<file path="src/shell_glue_pkg.sv">
/*
 * Shared widths, depths and bus types for the shell glue logic.
 * Covers reset distribution, FLR handling, DDR ready gathering and
 * the statistics transport between shell and memory controller.
 * Modules pull these in with a wildcard import in their headers.
 */
package shell_glue_pkg;

   // ------------------------------------------------------------------------
   // DDR ready vector

   localparam int NUM_DDR   = 4;      // Channels A, B, C, D
   localparam int DDR_A_BIT = 0;
   localparam int DDR_B_BIT = 1;
   localparam int DDR_C_BIT = 2;      // Comes straight from the shell
   localparam int DDR_D_BIT = 3;

   // ------------------------------------------------------------------------
   // Pipeline depths

   // Controller stats ports serve A, B and D only
   localparam int NUM_STAT_CH      = 3;
   localparam int STAT_PIPE_STAGES = 8;   // Long route to the controller
   localparam int RST_PIPE_STAGES  = 4;   // Per reset branch

   // ------------------------------------------------------------------------
   // Statistics bus widths

   localparam int STAT_ADDR_W = 8;
   localparam int STAT_DATA_W = 32;
   localparam int STAT_INT_W  = 8;

   // AXI ID widths on either side of the glue
   localparam int HOST_ID_W = 6;
   localparam int CORE_ID_W = 16;
   localparam int ID_PAD_W  = CORE_ID_W - HOST_ID_W;   // Zero fill toward core

   // ------------------------------------------------------------------------
   // Statistics channel payloads

   // Shell to controller, one-cycle strobe
   typedef struct packed {
      logic                   wr;      // Write strobe
      logic                   rd;      // Read strobe
      logic [STAT_ADDR_W-1:0] addr;    // Register offset
      logic [STAT_DATA_W-1:0] wdata;   // Write payload
   } stat_req_t;

   // Controller to shell, one-cycle ack
   typedef struct packed {
      logic                   ack;     // Access done
      logic [STAT_INT_W-1:0]  intr;    // Interrupt bits
      logic [STAT_DATA_W-1:0] rdata;   // Read payload, valid with ack
   } stat_rsp_t;

   // 42 and 41 bits as packed

endpackage

</file>
<file path="src/cl_shell_top.sv">
/*
 * Top of the shell glue between the FPGA shell and the user design.
 * Joins reset distribution, FLR and DDR ready handling and the
 * statistics transport, and adapts AXI IDs between the 6-bit host
 * side and the 16-bit core side.
 */
`timescale 1ns/1ps

module cl_shell_top
   import shell_glue_pkg::*;
(
   input  logic                   clk_main_a0,
   input  logic                   sync_rst_n,       // Shell reset, async

   // Reset branches
   output logic                   ddr_rst_n,        // Memory controller
   output logic                   core_rst_n,       // User core

   // FLR handshake
   input  logic                   flr_assert,
   output logic                   flr_done,

   // DDR ready
   input  logic [NUM_STAT_CH-1:0] ctrl_ready,       // A, B, D
   input  logic                   ddr_c_ready,      // C
   output logic [NUM_DDR-1:0]     ddr_ready,

   // Statistics channels
   input  stat_req_t              stat_req_in  [NUM_STAT_CH],
   output stat_req_t              stat_req_out [NUM_STAT_CH],
   input  stat_rsp_t              stat_rsp_in  [NUM_STAT_CH],
   output stat_rsp_t              stat_rsp_out [NUM_STAT_CH],

   // Host side AXI IDs
   input  logic [HOST_ID_W-1:0]   host_awid,
   input  logic [HOST_ID_W-1:0]   host_arid,
   output logic [HOST_ID_W-1:0]   host_bid,
   output logic [HOST_ID_W-1:0]   host_rid,

   // Core side AXI IDs
   output logic [CORE_ID_W-1:0]   core_awid,
   output logic [CORE_ID_W-1:0]   core_arid,
   input  logic [CORE_ID_W-1:0]   core_bid,
   input  logic [CORE_ID_W-1:0]   core_rid
);

   logic local_rst_n;     // Synchronized reset for the glue blocks

   // ------------------------------------------------------------------------
   // Reset distribution

   rst_sync_tree rst_tree (
      .clk_main_a0 (clk_main_a0),
      .sync_rst_n  (sync_rst_n),
      .local_rst_n (local_rst_n),
      .ddr_rst_n   (ddr_rst_n),
      .core_rst_n  (core_rst_n)
   );

   // ------------------------------------------------------------------------
   // FLR and DDR ready

   flr_ready_monitor status_mon (
      .clk_main_a0 (clk_main_a0),
      .local_rst_n (local_rst_n),
      .flr_assert  (flr_assert),
      .flr_done    (flr_done),
      .ctrl_ready  (ctrl_ready),
      .ddr_c_ready (ddr_c_ready),
      .ddr_ready   (ddr_ready)
   );

   // ------------------------------------------------------------------------
   // Statistics transport

   ddr_stat_bridge stat_bridge (
      .clk_main_a0  (clk_main_a0),
      .local_rst_n  (local_rst_n),
      .stat_req_in  (stat_req_in),
      .stat_req_out (stat_req_out),
      .stat_rsp_in  (stat_rsp_in),
      .stat_rsp_out (stat_rsp_out)
   );

   // ------------------------------------------------------------------------
   // AXI ID width adaptation

   // Host IDs widen with zero fill
   assign core_awid = {{ID_PAD_W{1'b0}}, host_awid};
   assign core_arid = {{ID_PAD_W{1'b0}}, host_arid};

   // Core echoes the padded ID so upper bits carry nothing
   assign host_bid  = core_bid[HOST_ID_W-1:0];
   assign host_rid  = core_rid[HOST_ID_W-1:0];

endmodule

</file>
<file path="src/ddr_stat_bridge.sv">
/*
 * Statistics transport between the shell and the memory controller.
 * Each channel gets a request pipe toward the controller and a
 * response pipe back to the shell, STAT_PIPE_STAGES deep each way.
 * No back-pressure exists on this bus so the pipes never stall.
 */
`timescale 1ns/1ps

module ddr_stat_bridge
   import shell_glue_pkg::*;
(
   input  logic      clk_main_a0,
   input  logic      local_rst_n,

   // Shell side requests and controller side copies
   input  stat_req_t stat_req_in  [NUM_STAT_CH],
   output stat_req_t stat_req_out [NUM_STAT_CH],

   // Controller side responses and shell side copies
   input  stat_rsp_t stat_rsp_in  [NUM_STAT_CH],
   output stat_rsp_t stat_rsp_out [NUM_STAT_CH]
);

   localparam int REQ_W = $bits(stat_req_t);   // 42
   localparam int RSP_W = $bits(stat_rsp_t);   // 41

   // ------------------------------------------------------------------------
   // Per-channel pipes

   // Index 0, 1, 2 map to DDR A, B, D
   for (genvar ch = 0; ch < NUM_STAT_CH; ch++)
   begin : g_stat_ch

      logic [REQ_W-1:0] req_flat;       // Flattened request out of the pipe
      logic [RSP_W-1:0] rsp_flat;       // Flattened response out of the pipe

      // Request path, strobes clear in reset
      lib_pipe #(
         .WIDTH  (REQ_W),
         .STAGES (STAT_PIPE_STAGES)
      ) req_pipe (
         .clk_main_a0 (clk_main_a0),
         .rst_n       (local_rst_n),
         .in_bus      (stat_req_in[ch]),
         .out_bus     (req_flat)
      );

      // Response path, ack clears in reset
      lib_pipe #(
         .WIDTH  (RSP_W),
         .STAGES (STAT_PIPE_STAGES)
      ) rsp_pipe (
         .clk_main_a0 (clk_main_a0),
         .rst_n       (local_rst_n),
         .in_bus      (stat_rsp_in[ch]),
         .out_bus     (rsp_flat)
      );

      // Back into struct form
      assign stat_req_out[ch] = stat_req_t'(req_flat);
      assign stat_rsp_out[ch] = stat_rsp_t'(rsp_flat);

   end

endmodule

</file>
<file path="src/flr_ready_monitor.sv">
/*
 * Function-level reset response and DDR ready gathering.
 * flr_done pulses back to the shell while an FLR request is held.
 * The four DDR ready flags are merged into one vector for the core,
 * with the shell's C flag retimed by one register.
 */
`timescale 1ns/1ps

module flr_ready_monitor
   import shell_glue_pkg::*;
(
   input  logic                   clk_main_a0,
   input  logic                   local_rst_n,
   input  logic                   flr_assert,     // From shell
   output logic                   flr_done,       // Back to shell
   input  logic [NUM_STAT_CH-1:0] ctrl_ready,     // A, B, D from controller
   input  logic                   ddr_c_ready,    // C from shell
   output logic [NUM_DDR-1:0]     ddr_ready
);

   logic flr_assert_q;      // Registered request
   logic ddr_c_ready_q;     // Retimed C flag

   // ------------------------------------------------------------------------
   // FLR response

   always_ff @(posedge clk_main_a0 or negedge local_rst_n)
   begin
      if (!local_rst_n)
      begin
         flr_assert_q <= 1'b0;
         flr_done     <= 1'b0;
      end
      else
      begin
         flr_assert_q <= flr_assert;
         // Never high two cycles running
         flr_done     <= flr_assert_q && !flr_done;
      end
   end

   // ------------------------------------------------------------------------
   // DDR ready vector

   always_ff @(posedge clk_main_a0 or negedge local_rst_n)
   begin
      if (!local_rst_n)
         ddr_c_ready_q <= 1'b0;
      else
         ddr_c_ready_q <= ddr_c_ready;    // One cycle behind the shell
   end

   // Controller flags pass straight through
   assign ddr_ready[DDR_A_BIT] = ctrl_ready[0];
   assign ddr_ready[DDR_B_BIT] = ctrl_ready[1];
   assign ddr_ready[DDR_C_BIT] = ddr_c_ready_q;
   assign ddr_ready[DDR_D_BIT] = ctrl_ready[2];

endmodule

</file>
<file path="src/lib_pipe.sv">
/*
 * Resettable delay line of STAGES registers.
 * Output is the input delayed by exactly STAGES clocks.
 * All stages clear asynchronously while rst_n is low.
 */
`timescale 1ns/1ps

module lib_pipe
   import shell_glue_pkg::*;
#(
   parameter int WIDTH  = 1,                 // Bus width
   parameter int STAGES = RST_PIPE_STAGES    // Depth, at least one
)
(
   input  logic             clk_main_a0,
   input  logic             rst_n,
   input  logic [WIDTH-1:0] in_bus,
   output logic [WIDTH-1:0] out_bus
);

   logic [WIDTH-1:0] pipe_q [STAGES];   // Stage 0 nearest the input

   always_ff @(posedge clk_main_a0 or negedge rst_n)
   begin
      if (!rst_n)
      begin
         for (int i = 0; i < STAGES; i++)
         begin
            pipe_q[i] <= '0;             // Whole chain drops at once
         end
      end
      else
      begin
         pipe_q[0] <= in_bus;
         for (int i = 1; i < STAGES; i++)
         begin
            pipe_q[i] <= pipe_q[i-1];    // Shift one stage per clock
         end
      end
   end

   assign out_bus = pipe_q[STAGES-1];

endmodule

</file>
<file path="src/rst_sync_tree.sv">
/*
 * Reset synchronizer and distribution tree.
 * The shell reset asserts at once and releases after two flops.
 * Two pipelined branches then feed the memory controller and
 * the user core, each releasing RST_PIPE_STAGES clocks later.
 */
`timescale 1ns/1ps

module rst_sync_tree
   import shell_glue_pkg::*;
(
   input  logic clk_main_a0,
   input  logic sync_rst_n,     // From shell, asynchronous
   output logic local_rst_n,    // Glue logic reset
   output logic ddr_rst_n,      // To memory controller
   output logic core_rst_n      // To user core
);

   logic pre_sync_rst_n;        // First synchronizer flop

   // ------------------------------------------------------------------------
   // Synchronizer

   // Async assert, release on second edge
   always_ff @(posedge clk_main_a0 or negedge sync_rst_n)
   begin
      if (!sync_rst_n)
      begin
         pre_sync_rst_n <= 1'b0;
         local_rst_n    <= 1'b0;
      end
      else
      begin
         pre_sync_rst_n <= 1'b1;
         local_rst_n    <= pre_sync_rst_n;
      end
   end

   // ------------------------------------------------------------------------
   // Branches

   // Reset pin of each pipe is the local reset itself
   // so a branch drops with it and trails on release
   lib_pipe #(
      .WIDTH  (1),
      .STAGES (RST_PIPE_STAGES)
   ) ddr_rst_pipe (
      .clk_main_a0 (clk_main_a0),
      .rst_n       (local_rst_n),
      .in_bus      (local_rst_n),
      .out_bus     (ddr_rst_n)
   );

   lib_pipe #(
      .WIDTH  (1),
      .STAGES (RST_PIPE_STAGES)
   ) core_rst_pipe (
      .clk_main_a0 (clk_main_a0),
      .rst_n       (local_rst_n),
      .in_bus      (local_rst_n),
      .out_bus     (core_rst_n)
   );

endmodule

</file>
<file path="config.mk">
export PLATFORM = sky130hd
export DESIGN_NAME = cl_shell_top
export DESIGN_NICKNAME = d
export VERILOG_FILES = /design/src/shell_glue_pkg.sv /design/src/cl_shell_top.sv /design/src/ddr_stat_bridge.sv /design/src/flr_ready_monitor.sv /design/src/lib_pipe.sv /design/src/rst_sync_tree.sv
export SDC_FILE = /design/constraint.sdc
export NUM_CORES = 1
export LEC_CHECK = 0
export BUFFER_PORTS_ARGS = -buffer_cell sky130_fd_sc_hd__buf_2
export CORE_AREA = 2 2 309 311
export CTS_BUF_LIST = sky130_fd_sc_hd__clkbuf_4 sky130_fd_sc_hd__clkbuf_8 sky130_fd_sc_hd__clkbuf_16
export CTS_CLUSTER_SIZE = 12
export DETAILED_ROUTE_END_ITERATION = 6
export DIE_AREA = 0 0 311 313
export MAX_ROUTING_LAYER = met4
export PLACE_DENSITY = 0.87
export SLEW_MARGIN = 20
export SYNTH_ARGS = -nofsm -noshare
export SYNTH_HDL_FRONTEND = slang
export SYNTH_HIERARCHICAL = 1
export SYNTH_SLANG_ARGS = --single-unit
</file>
<file path="constraint.sdc">
create_clock -name clk_main_a0 -period 76.5 [get_ports clk_main_a0]
set_input_delay 0 -clock clk_main_a0 [delete_from_list [all_inputs] [get_ports clk_main_a0]]
set_output_delay 0 -clock clk_main_a0 [all_outputs]
set_load 0.02 [all_outputs]
</file>
**Word-level counts from Yosys, hierarchy flattened**

Index checks and enable logic that the tools add are counted.

- Reduce and logical (&&, ||, !) cells: 2

Operator list:

| operator | number |
|---|---|
| $logic_and 1x1->1 | 1 |
| $logic_not 1->1 | 1 |

- Flip-flop bits (word level): 2001

**Logic depth before layout (Yosys ltp)**

Gate-level depths: netlist (run 1).

- Depth after elaboration: 2
- Gate-level depth with buffers: 1
- Gate-level depth less buffers: 1

**Hierarchy**

Netlist (run 1), hierarchy kept.

By module, submodules not included:

| module | seq. area each (um^2) | area an instance (um^2) | times used | cells an instance |
|---|---|---|---|---|
| lib_pipe at stat_bridge.g_stat_ch[0].req_pipe ... | 8408.1 | 8723.4 | 3 | 378 |
| lib_pipe at stat_bridge.g_stat_ch[0].rsp_pipe ... | 8207.9 | 8515.7 | 3 | 369 |
| cl_shell_top | 0.0 | 334.1 | 1 | 45 |
| lib_pipe at rst_tree.core_rst_pipe ... | 100.1 | 100.1 | 2 | 4 |
| flr_ready_monitor | 75.1 | 118.9 | 1 | 8 |
| rst_sync_tree | 50.0 | 53.8 | 1 | 3 |

**Worst setup path before layout (run 1)**

No wires, ideal clock.

- Path kind: reg-to-reg
- Start: register rst_tree.local_rst_n
- End: register rst_tree/core_rst_pipe/pipe_q[3] (netlist bit)
- Path slack: 28.112 ns
- Data arrival time: 43.631 ns
- Setup time: 4.757 ns
- Period minus slack after synthesis: 48.388 ns
- Cell stages (with the launch flop): 1
- Cell sequence: dfrtp_1

RTL lines:

| what | line | RTL |
|---|---|---|
| from (decl) | rst_sync_tree.sv:14 | `output logic local_rst_n,` |
| from (signal assigned) | rst_sync_tree.sv:35 | `local_rst_n <= pre_sync_rst_n;` |
| to (signal, indexed assignment) | lib_pipe.sv:37 | `pipe_q[i] <= pipe_q[i-1];` |
| to (decl) | lib_pipe.sv:21 | `logic [WIDTH-1:0] pipe_q [STAGES];` |

No word-level cell between the ends.

==> flow_metrics.py, run 1 <==
metrics = {
    "outcome": {
        "outcome": "complete, no violations",
    },
    "die": {
        "die_height_um": 313,
        "initial_core_util_pct": 55.67,
        "core-area_um2": 94160,
        "rows": 113,
        "fp.dieW_um": 311,
        "io_pins": 600,
        "die_area_um2": 97340,
    },
    "timing": {
        "worst_pin_slew_ns": 0.9566,
        "tns_ns": 0,
        "finalCritPeriodShare_pct": 6.182,
        "hold_viol_final": 0,
        "slew_violations": 0,
        "fin_ws_ns": 71.77,
        "fmax_ghz": 0.2115,
        "rsz0062_at_grt": "no",
        "setup_viol": 0,
        "maxSlewHeadroom_pct": 36.23,
        "fin_hold_ws_ns": 0.000008814,
        "min_period_ns": 4.729,
        "finClkSkew_ns": 0.03960,
    },
    "cells_and_area": {
        "fin_nets": 3550,
        "final_cell_mix": "dfrtp_1 (2004), buf_2 (505), dlygate4sd3_1 (504)",
        "syn_to_final_growth_pct": 24.37,
        "drive_above_1_share_pct": 23.27,
        "fillers": 5453,
        "final_util_pct": 69.24,
        "layout_commonest_cell": "dfrtp_1",
    },
    "place": {
        "hpwlAfterDp_mm": 54.60,
        "globalplace.congestion": 0.7737,
        "io_buffers": 505,
        "place_ws_ns": 70.54,
    },
    "cts": {
        "cts.clk_slew.worst_paths_ns": 0.06,
        "cts_tree": "done",
        "clock-root-buffer": "clkbuf_16",
        "clock_latency_ns": 0.78,
        "htree_levels": 4,
        "cts_buffers": 189,
        "clockBufferDepth": 3,
        "clock_sinks": 2005,
        "cts_resized": 0,
    },
    "route": {
        "vias_per_cell": 4.518,
        "first_pass_iters": 4,
        "vias": 20720,
        "wire_per_inst_um": 23.15,
        "drtIter0Drc": 1607,
        "drc": 0,
        "wl_mm": 106.2,
        "ant_nets": 0,
    },
    "synth": {
        "avgSynthCellArea_um2": 22.74,
        "synth_area_um2": 52420,
        "postSynthCellCount": 2305,
        "ys_seq_area_share_pct": 95.71,
        "yosys_warnings": 6,
        "ys_ff_latch": 2005,
        "ys_types": 4,
    },
    "setup_path": {
        "critPathMaxStageDelay_ns": 0.82,
        "crit_type": "reg -> async",
        "rr_worst_depth": 6,
        "worstReg2RegStart": "rst_tree/local_rst_n",
        "critPathMaxFanout": 92,
        "critPathSlowestCell": "buf_4",
        "crit_chain": "buf_16 > buf_4 > buf_4 > buf_6 > buf_6 > buf_6",
        "rrSetupSlack_ns": 71.77,
        "worstPathArrival_ns": 5.53,
        "worst_setup_path_start_kind": "register",
        "cp.required_ns": 77.30,
        "crit_path_frequent_cell": "buf_6",
        "timing.rr.end": "stat_bridge/g_stat_ch[2].req_pipe/pipe_q[131]",
        "startpoint": "rst_tree/local_rst_n",
        "end_kind": "asynchronous set/reset pin",
        "endpoint": "stat_bridge/g_stat_ch[2].req_pipe/pipe_q[131]",
    },
    "power_and_ir_drop": {
        "p_per_area_nw_per_um2": 31.61,
        "leakage_uw": 0.03036,
        "peakVddDrop_uv": 25.42,
    },
    "grt": {
        "grt_max_degree": 213,
        "grt_pass1_vias": 25100,
        "grt_use_total_pct": 23.55,
        "grt_pass1_wl_mm": 159.3,
        "antenna_found_initial": 21,
        "grt-ovfl-total": 0,
    },
    "job": {
        "drv_cap": 0,
    },
    "worst_hold_path": {
        "hp-start": "core_rid[2]",
        "hold_path_class": "in -> out",
    },
}
==> cell usage after synthesis <==
cell type,n,area share [%]
buf_4,297,4.3
conb_1,2,0.014
dfrtp_1,2005,96
nor2b_4,1,0.026
==> routing by layer <==
| metal | part of all wire [%] | GRT usage, % | routed length (um) | vias up |
|---|---|---|---|---|
| li1 | - | - | - | 8632 |
| met1 | 34 | 25.45 | 36120 | 11230 |
| met2 | 57 | 41.63 | 60300 | 608 |
| met3 | 4.8 | 5.511 | 5047 | 243 |
| met4 | 4.4 | 10.18 | 4683 | 0 |
| met5 | 0 | - | 0 | - |
==> what timing repair did <==
item,CTS,global route
endpoints found under the hold margin,253,0
hold buffers,504,0
buffers inserted,0,0
==> worst min path at each step <==
stage                     cells after the start                      end
final                                         0              host_rid[2]
after global routing                          0             core_awid[4]
after CTS                                     0             core_arid[5]
after detailed placement                      1  rst_tree/pre_sync_rst_n
after global placement                        1  rst_tree/pre_sync_rst_n
after floorplan                               0     rst_tree/local_rst_n
==> critical path, delay by kind of cell, from the launching register on <==
| family | cells | cell delay (ns) |
|---|---|---|
| buf+inv | 6 | 3.89 |
| flops | 1 | 0.69 |
==> metrics by stage <==
| step | instances | area [um2] | total power, uW |
|---|---|---|---|
| global placement | 3816 | 54560 | 1191 |
| detailed placement | 3816 | 54560 | 1200 |
| floorplan | 2324 | 52500 | 1190 |
| CTS | 4557 | 64990 | 2076 |
| global route | 4583 | 65190 | 2138 |
| finish | 4585 | 65200 | 2061 |
==> final cells by class <==
cell class / count / area, um2 / area share (%)
Tap cell: 1265 / 1583 / 2.428
Clock inverter: 21 / 397.9 / 0.6103
Sequential cell: 2005 / 50180 / 76.96
Multi-Input combinational cell: 22 / 92.59 / 0.1420
Timing Repair Buffer: 1032 / 7900 / 12.12
Clock buffer: 216 / 4987 / 7.649
Antenna cell: 24 / 60.06 / 0.09212
==> kinds of logic after synthesis <==
| group | count (synthesis) | synth area share (%) |
|---|---|---|
| other | 2 | 0.01433 |
| AND/OR/NAND/NOR | 1 | 0.02625 |
| buffers and inverters | 297 | 4.253 |
| flip-flops | 2005 | 95.71 |
==> state kept, by name, summed over array words and instances (netlist names) <==
name / cells
rst_tree/ddr_rst_pipe/out_bus: 1
stat_bridge/g_stat_ch.req_pipe/out_bus: 126
stat_bridge/g_stat_ch.rsp_pipe/out_bus: 123
rst_tree/core_rst_pipe/pipe_q: 3
rst_tree/ddr_rst_pipe/pipe_q: 3
rst_tree/local_rst_n: 1
status_mon/flr_assert_q: 1
rst_tree/pre_sync_rst_n: 1
status_mon/flr_done: 1
status_mon/ddr_c_ready_q: 1
stat_bridge/g_stat_ch.rsp_pipe/pipe_q: 861
rst_tree/core_rst_pipe/out_bus: 1
stat_bridge/g_stat_ch.req_pipe/pipe_q: 882
==> power breakdown <==
group          switching [uW]  total [uW]  internal (uW)
clock                     382         855            473
combinational            42.2        69.8           27.6
sequential               22.0        1140           1110
Power figures use the tool's default switching activity.
==> inputs of run 2 (changes only) <==
--- a/config.mk
+++ b/config.mk
@@ -5,14 +5,15 @@
 export SDC_FILE = /design/constraint.sdc
 export NUM_CORES = 1
 export LEC_CHECK = 0
+export ABC_AREA = 1
 export BUFFER_PORTS_ARGS = -buffer_cell sky130_fd_sc_hd__buf_2
-export CORE_AREA = 2 2 309 311
+export CORE_AREA = 2 2 324 326
 export CTS_BUF_LIST = sky130_fd_sc_hd__clkbuf_4 sky130_fd_sc_hd__clkbuf_8 sky130_fd_sc_hd__clkbuf_16
 export CTS_CLUSTER_SIZE = 12
 export DETAILED_ROUTE_END_ITERATION = 6
-export DIE_AREA = 0 0 311 313
+export DIE_AREA = 0 0 326 328
 export MAX_ROUTING_LAYER = met4
-export PLACE_DENSITY = 0.87
+export PLACE_DENSITY = 0.84
 export SLEW_MARGIN = 20
 export SYNTH_ARGS = -nofsm -noshare
 export SYNTH_HDL_FRONTEND = slang
==> constraint.sdc (replaced) <==
create_clock -name clk_main_a0 -period 3.8 [get_ports clk_main_a0]
set_input_delay 0 -clock clk_main_a0 [delete_from_list [all_inputs] [get_ports clk_main_a0]]
set_output_delay 0 -clock clk_main_a0 [all_outputs]
set_load 0.02 [all_outputs]
==> run 2 against run 1 <==
Against the previous run: register-to-register slack lost 70 ns; setup slack worse by 70 ns; first-iteration DRC count fell by 15%; fmax grew to 2.6 times the previous value; non-clock buffer count increased by 33; global-route usage is 1.7 points lower; synthesized cell count about the same; largest power group unchanged; utilization fell by 5.5 points; sequential share of layout area fell by 0.74 points; sequential cell count unchanged.
==> flow_metrics.py, run 2 <==
metrics = {
    "outcome": {
        "outcome": "complete, no violations",
    },
    "cts": {
        "holdBufCountCts": 504,
        "clock_sinks": 2005,
        "htree_levels": 4,
        "cts_tree": "done",
        "cts_resized": 0,
        "clock_latency_ns": 0.78,
        "post_cts_buffers": 0,
        "clockBufferDepth": 3,
        "cts.clk_slew.worst_paths_ns": 0.06,
        "cts_buffers": 191,
        "clock-root-buffer": "clkbuf_16",
    },
    "setup_path": {
        "critPathSlowestCell": "dfrtp_4",
        "critPathMaxStageDelay_ns": 1.03,
        "rr_worst_depth": 2,
        "critPathMaxFanout": 59,
        "cp.required_ns": 4.67,
        "worstReg2RegStart": "rst_tree/local_rst_n",
        "startpoint": "rst_tree/local_rst_n",
        "crit_chain": "buf_12 > buf_4",
        "rrSetupSlack_ns": 1.97,
        "crit_type": "reg -> async",
        "worstPathArrival_ns": 2.69,
        "endpoint": "stat_bridge/g_stat_ch[1].req_pipe/pipe_q[193]",
        "worst_setup_path_start_kind": "register",
        "timing.rr.end": "stat_bridge/g_stat_ch[1].req_pipe/pipe_q[193]",
        "end_kind": "asynchronous set/reset pin",
    },
    "synth": {
        "ys_top_cells_by_area": "dfrtp_1 (96%), buf_4 (4.3%), conb_1 (0.014%)",
        "async_flop_share_pct": 100.0,
        "synth_edf_count": 0,
        "synth_area_um2": 52420,
        "yosysTopAreaCellShare_pct": 95.71,
        "ys_types": 5,
        "yosys_warnings": 6,
        "synth.top_cells.by_count": "dfrtp_1 (2005), buf_4 (297), conb_1 (2)",
        "ys_ff_latch": 2005,
        "synth_most_common_cell": "dfrtp_1",
        "synth_flop_cell": "dfrtp_1",
        "ys_seq_area_share_pct": 95.71,
        "synth_largest_area_cell": "dfrtp_1",
        "avgSynthCellArea_um2": 22.73,
        "postSynthCellCount": 2306,
    },
    "cells_and_area": {
        "drive_above_1_share_pct": 24.25,
        "syn_to_final_growth_pct": 25.58,
        "regMostFlops": "stat_bridge/g_stat_ch.req_pipe/pipe_q",
        "fin_nets": 3586,
        "layout_commonest_cell": "dfrtp_1",
        "final_cell_mix": "dfrtp_1 (2004), buf_2 (505), dlygate4sd3_1 (504)",
        "fillers": 6469,
        "largest_register_ffs": 882,
    },
    "die": {
        "io_pins": 600,
        "core-area_um2": 103200,
        "fp.dieW_um": 326,
        "die_height_um": 328,
        "die_area_um2": 106900,
        "rows": 118,
        "initial_core_util_pct": 50.79,
    },
    "timing": {
        "fmax_ghz": 0.5478,
        "maxSlewHeadroom_pct": 35.31,
        "worst_pin_slew_ns": 0.9703,
        "min_period_ns": 1.826,
        "finClkSkew_ns": 0.02292,
        "rsz0062_at_grt": "no",
        "finalCritPeriodShare_pct": 48.04,
        "setup_viol": 0,
        "slew_violations": 0,
        "hold_viol_final": 0,
        "tns_ns": 0,
    },
    "place": {
        "hpwlAfterDp_mm": 57.01,
        "io_buffers": 505,
        "globalplace.congestion": 0.7648,
    },
    "route": {
        "wire_per_inst_um": 22.76,
        "first_pass_iters": 6,
        "ant_nets": 0,
        "vias": 20820,
        "drtIter0Drc": 1373,
        "drc": 0,
        "vias_per_cell": 4.385,
        "wl_mm": 108.1,
    },
    "grt": {
        "grt-ovfl-total": 0,
        "grt_max_degree": 131,
        "grt_pass1_wl_mm": 163.8,
        "grt_pass1_vias": 25670,
        "grt_use_total_pct": 21.88,
        "antenna_found_initial": 28,
    },
    "power_and_ir_drop": {
        "fin_total_pwr_uw": 41680,
        "peakVddDrop_uv": 478.3,
        "leakage_uw": 0.03062,
        "p_per_area_nw_per_um2": 633.2,
    },
    "worst_hold_path": {
        "hold_path_class": "in -> out",
        "hp-start": "core_rid[0]",
        "whs_path_depth": 0,
    },
    "job": {
        "drv_cap": 0,
    },
}
==> run 2: worst min-delay path by stage <==
stage / endpoint / slack, ns
after global routing: host_bid[4] / 0.00003
after CTS: core_arid[4] / 0.0002
final: host_rid[0] / 0.000006
after global placement: rst_tree/pre_sync_rst_n / -0.21
after floorplan: rst_tree/pre_sync_rst_n / -0.30
after detailed placement: rst_tree/local_rst_n / -0.21
==> run 2: layout make-up <==
cell class | instances | area (um2) | area share, %
sequential | 2005 | 50180 | 76.22
clock buffer | 225 | 5131 | 7.795
timing repair buffer | 1065 | 8268 | 12.56
clock inverter | 22 | 369.1 | 0.5607
inverter | 1 | 3.754 | 0.005702
multi-input combinational | 22 | 85.08 | 0.1292
tap | 1380 | 1727 | 2.623
antenna | 28 | 70.07 | 0.1064
==> run 2: critical path, delay by kind of cell, from the launching register on <==
kind	cells	cell delay [ns]
flops	1	1.03
buf+inv	2	0.79
==> run 2: cells by family (layout without fill, tap and decap cells) <==
group | Yosys count | after routing | share of synthesized area, %
buf+inv | 298 | 1313 | 4.261
flops | 2005 | 2005 | 95.71
other cells | 2 | 49 | 0.01433
simple gates | 1 | 1 | 0.01194
==> run 2: layer usage <==
metal	track usage (%)	share of wire (%)
met1	23.59	34
met2	37.70	56
met3	5.737	5.4
met4	10.49	4.3
met5	-	0
==> run 2: where the power goes <==
| part | leakage [uW] | internal, uW | total (uW) | switching [uW] |
|---|---|---|---|---|
| clock network | 0.00272 | 9630 | 17400 | 7720 |
| logic | 0.00454 | 593 | 1440 | 848 |
| registers | 0.0234 | 22400 | 22900 | 456 |
| total | 0.0306 | 32700 | 41700 | 9030 |
==> run 2: metrics by stage <==
step                util, %  cell area [um2]  setup WS, ns  hold slack (ns)  instances
finish                63.79            65830         1.974      0.000005617       4748
global route          63.79            65830         1.716       0.00003351       4748
CTS                   63.72            65760         1.973        0.0001608       4720
detailed placement    53.50            55220         1.998          -0.2094       3969
global placement      53.50            55220         2.041          -0.2136       3969
floorplan                 -            52500        -15.30          -0.2956       2325
==> inputs of run 3 (changes only) <==
--- a/config.mk
+++ b/config.mk
@@ -7,13 +7,13 @@
 export LEC_CHECK = 0
 export ABC_AREA = 1
 export BUFFER_PORTS_ARGS = -buffer_cell sky130_fd_sc_hd__buf_2
-export CORE_AREA = 2 2 324 326
+export CORE_AREA = 2 2 309 311
 export CTS_BUF_LIST = sky130_fd_sc_hd__clkbuf_4 sky130_fd_sc_hd__clkbuf_8 sky130_fd_sc_hd__clkbuf_16
 export CTS_CLUSTER_SIZE = 12
 export DETAILED_ROUTE_END_ITERATION = 6
-export DIE_AREA = 0 0 326 328
+export DIE_AREA = 0 0 311 313
 export MAX_ROUTING_LAYER = met4
-export PLACE_DENSITY = 0.84
+export PLACE_DENSITY = 0.87
 export SLEW_MARGIN = 20
 export SYNTH_ARGS = -nofsm -noshare
 export SYNTH_HDL_FRONTEND = slang
==> constraint.sdc (replaced) <==
create_clock -name clk_main_a0 -period 1.7 [get_ports clk_main_a0]
set_input_delay 0 -clock clk_main_a0 [delete_from_list [all_inputs] [get_ports clk_main_a0]]
set_output_delay 0 -clock clk_main_a0 [all_outputs]
set_load 0.02 [all_outputs]
==> run 3 against run 2 <==
Against the previous run: clock-buffer cell count did not move; largest power group unchanged; register-to-register slack worse by 1.4 ns; critical endpoint is now stat_rsp_out[82]; critical path type is now reg -> out; non-clock buffer count increased by 15; sequential power grew 120%.
==> flow_metrics.py, run 3 (synthesis results as in run 2) <==
metrics = {
    "route": {
        "vias_per_cell": 4.561,
        "vias": 21190,
        "wire_per_inst_um": 24.59,
        "drc": 0,
        "first_pass_iters": 4,
        "wl_mm": 114.2,
        "drtIter0Drc": 1375,
        "ant_nets": 0,
    },
    "die": {
        "die_area_um2": 97340,
        "initial_core_util_pct": 55.67,
        "io_pins": 600,
        "rows": 113,
        "die_height_um": 313,
        "core-area_um2": 94160,
        "fp.dieW_um": 311,
    },
    "place": {
        "io_buffers": 505,
        "globalplace.congestion": 0.7624,
        "hpwlAfterDp_mm": 60.85,
    },
    "setup_path": {
        "worstReg2RegStart": "rst_tree/local_rst_n",
        "worst_path_dominant_cell_family": "flip-flops",
        "worstPathArrival_ns": 1.41,
        "rrSetupSlack_ns": 0.55,
        "path_buf_inv": 1,
        "critPathSlowestCell": "dfrtp_1",
        "worst_setup_path_start_kind": "register",
        "crit_type": "reg -> out",
        "end_kind": "output port",
        "cp.required_ns": 1.70,
        "timing.rr.end": "stat_bridge/g_stat_ch[2].rsp_pipe/pipe_q[87]",
        "critPathMaxFanout": 1,
        "rr_worst_depth": 3,
        "critPathMaxStageDelay_ns": 0.43,
        "crit_chain": "buf_2",
    },
    "cts": {
        "clockBufferDepth": 3,
        "clock_sinks": 2005,
        "cts_resized": 0,
        "clock-root-buffer": "clkbuf_16",
        "clock_latency_ns": 0.79,
        "htree_levels": 4,
        "cts_tree": "done",
        "cts.clk_slew.worst_paths_ns": 0.07,
        "cts_buffers": 190,
    },
    "grt": {
        "antenna_found_initial": 25,
        "grt-ovfl-total": 0,
        "grt_pass1_wl_mm": 172.7,
        "grt_max_degree": 99,
        "grt_pass1_vias": 26680,
        "grt_use_total_pct": 25.73,
    },
    "timing": {
        "setup_viol": 0,
        "finClkSkew_ns": 0.04185,
        "rsz0062_at_grt": "no",
        "tns_ns": 0,
        "slew_violations": 0,
        "maxSlewHeadroom_pct": 59.01,
        "worst_pin_slew_ns": 0.6148,
        "hold_viol_final": 0,
        "min_period_ns": 1.410,
        "fmax_ghz": 0.7093,
        "finalCritPeriodShare_pct": 82.94,
    },
    "cells_and_area": {
        "largest_register_ffs": 882,
        "fin_nets": 3600,
        "regMostFlops": "stat_bridge/g_stat_ch.req_pipe/pipe_q",
        "final_cell_mix": "dfrtp_1 (2004), buf_2 (505), dlygate4sd3_1 (504)",
        "layout_commonest_cell": "dfrtp_1",
        "drive_above_1_share_pct": 24.57,
        "final_util_pct": 69.80,
        "syn_to_final_growth_pct": 25.39,
    },
    "power_and_ir_drop": {
        "p_per_area_nw_per_um2": 1416,
        "peakVddDrop_uv": 994.2,
        "leakage_uw": 0.03066,
    },
    "outcome": {
        "outcome": "complete, no violations",
    },
    "job": {
        "drv_cap": 0,
    },
    "worst_hold_path": {
        "hp-start": "core_rid[2]",
        "holdPathEnd": "host_rid[2]",
        "whs_path_depth": 0,
        "hold_path_class": "in -> out",
    },
}
## run 3: cell types whose count changed in the layout (fill, tap and decap cells not counted), sizes merged
cell	change
bufinv	-1
buf	+15
diode	-2
clkinv	-6
clkinvlp	+1
inv	+5
## run 3: layout make-up
cell class                      instances  area (um2)
Antenna cell                           26       65.06
Multi-Input combinational cell         22       85.08
Clock inverter                         21       331.6
Tap cell                             1265        1583
Sequential cell                      2005       50180
Fill cell                            5305       28430
Inverter                                1       3.754
Timing Repair Buffer                 1080        8431
Clock buffer                          225        5054
## run 3: worst max path at each step
stage	startpoint	to	slack, ns	depth (start not counted)
4_1_cts	stat_bridge/g_stat_ch[0].req_pipe/out_bus[37]	stat_req_out[121]	0.23	1
3_3_place_gp	rst_tree/local_rst_n	stat_bridge/g_stat_ch[0].rsp_pipe/out_bus[9]	0.57	3
2_1_floorplan	rst_tree/local_rst_n	rst_tree/core_rst_pipe/out_bus	-17.40	0
6_report	stat_bridge/g_stat_ch[0].rsp_pipe/out_bus[0]	stat_rsp_out[82]	0.29	1
5_1_grt	stat_bridge/g_stat_ch[0].req_pipe/out_bus[21]	stat_req_out[105]	0.23	1
3_5_place_dp	rst_tree/local_rst_n	stat_bridge/g_stat_ch[2].req_pipe/pipe_q[120]	0.53	3
## run 3: metrics by stage
stage | hold WS (ns) | worst slack (ns) | total power (uW) | instances | area (um2)
2_1_floorplan | -0.2956 | -17.40 | 53170 | 2325 | 52500
3_3_place_gp | -0.2136 | 0.5656 | 53790 | 3869 | 55230
3_5_place_dp | -0.2080 | 0.5304 | 54290 | 3869 | 55230
4_1_cts | 0.0001730 | 0.2325 | 93730 | 4619 | 65660
5_1_grt | 0.00002785 | 0.2308 | 96630 | 4644 | 65730
6_report | 0.000008824 | 0.2901 | 93060 | 4645 | 65730
## run 3: power breakdown
part           total (uW)  internal [uW]  switching [uW]
logic                3310           1360            1950
registers           51200          50100            1070
clock network       38500          21100           17500
## run 3: layer usage
| layer | share of wire (%) | vias up | GRT usage, % |
|---|---|---|---|
| met4 | 5.0 | 0 | 12.42 |
| li1 | - | 8735 | - |
| met2 | 57 | 680 | 45.95 |
| met1 | 33 | 11460 | 26.77 |
| met5 | 0 | - | - |
| met3 | 4.7 | 315 | 6.001 |
## run 3: repair_timing
action	in CTS	in global routing
hold buffers	504	0
hold endpoints to repair	253	0
setup buffers	0	0
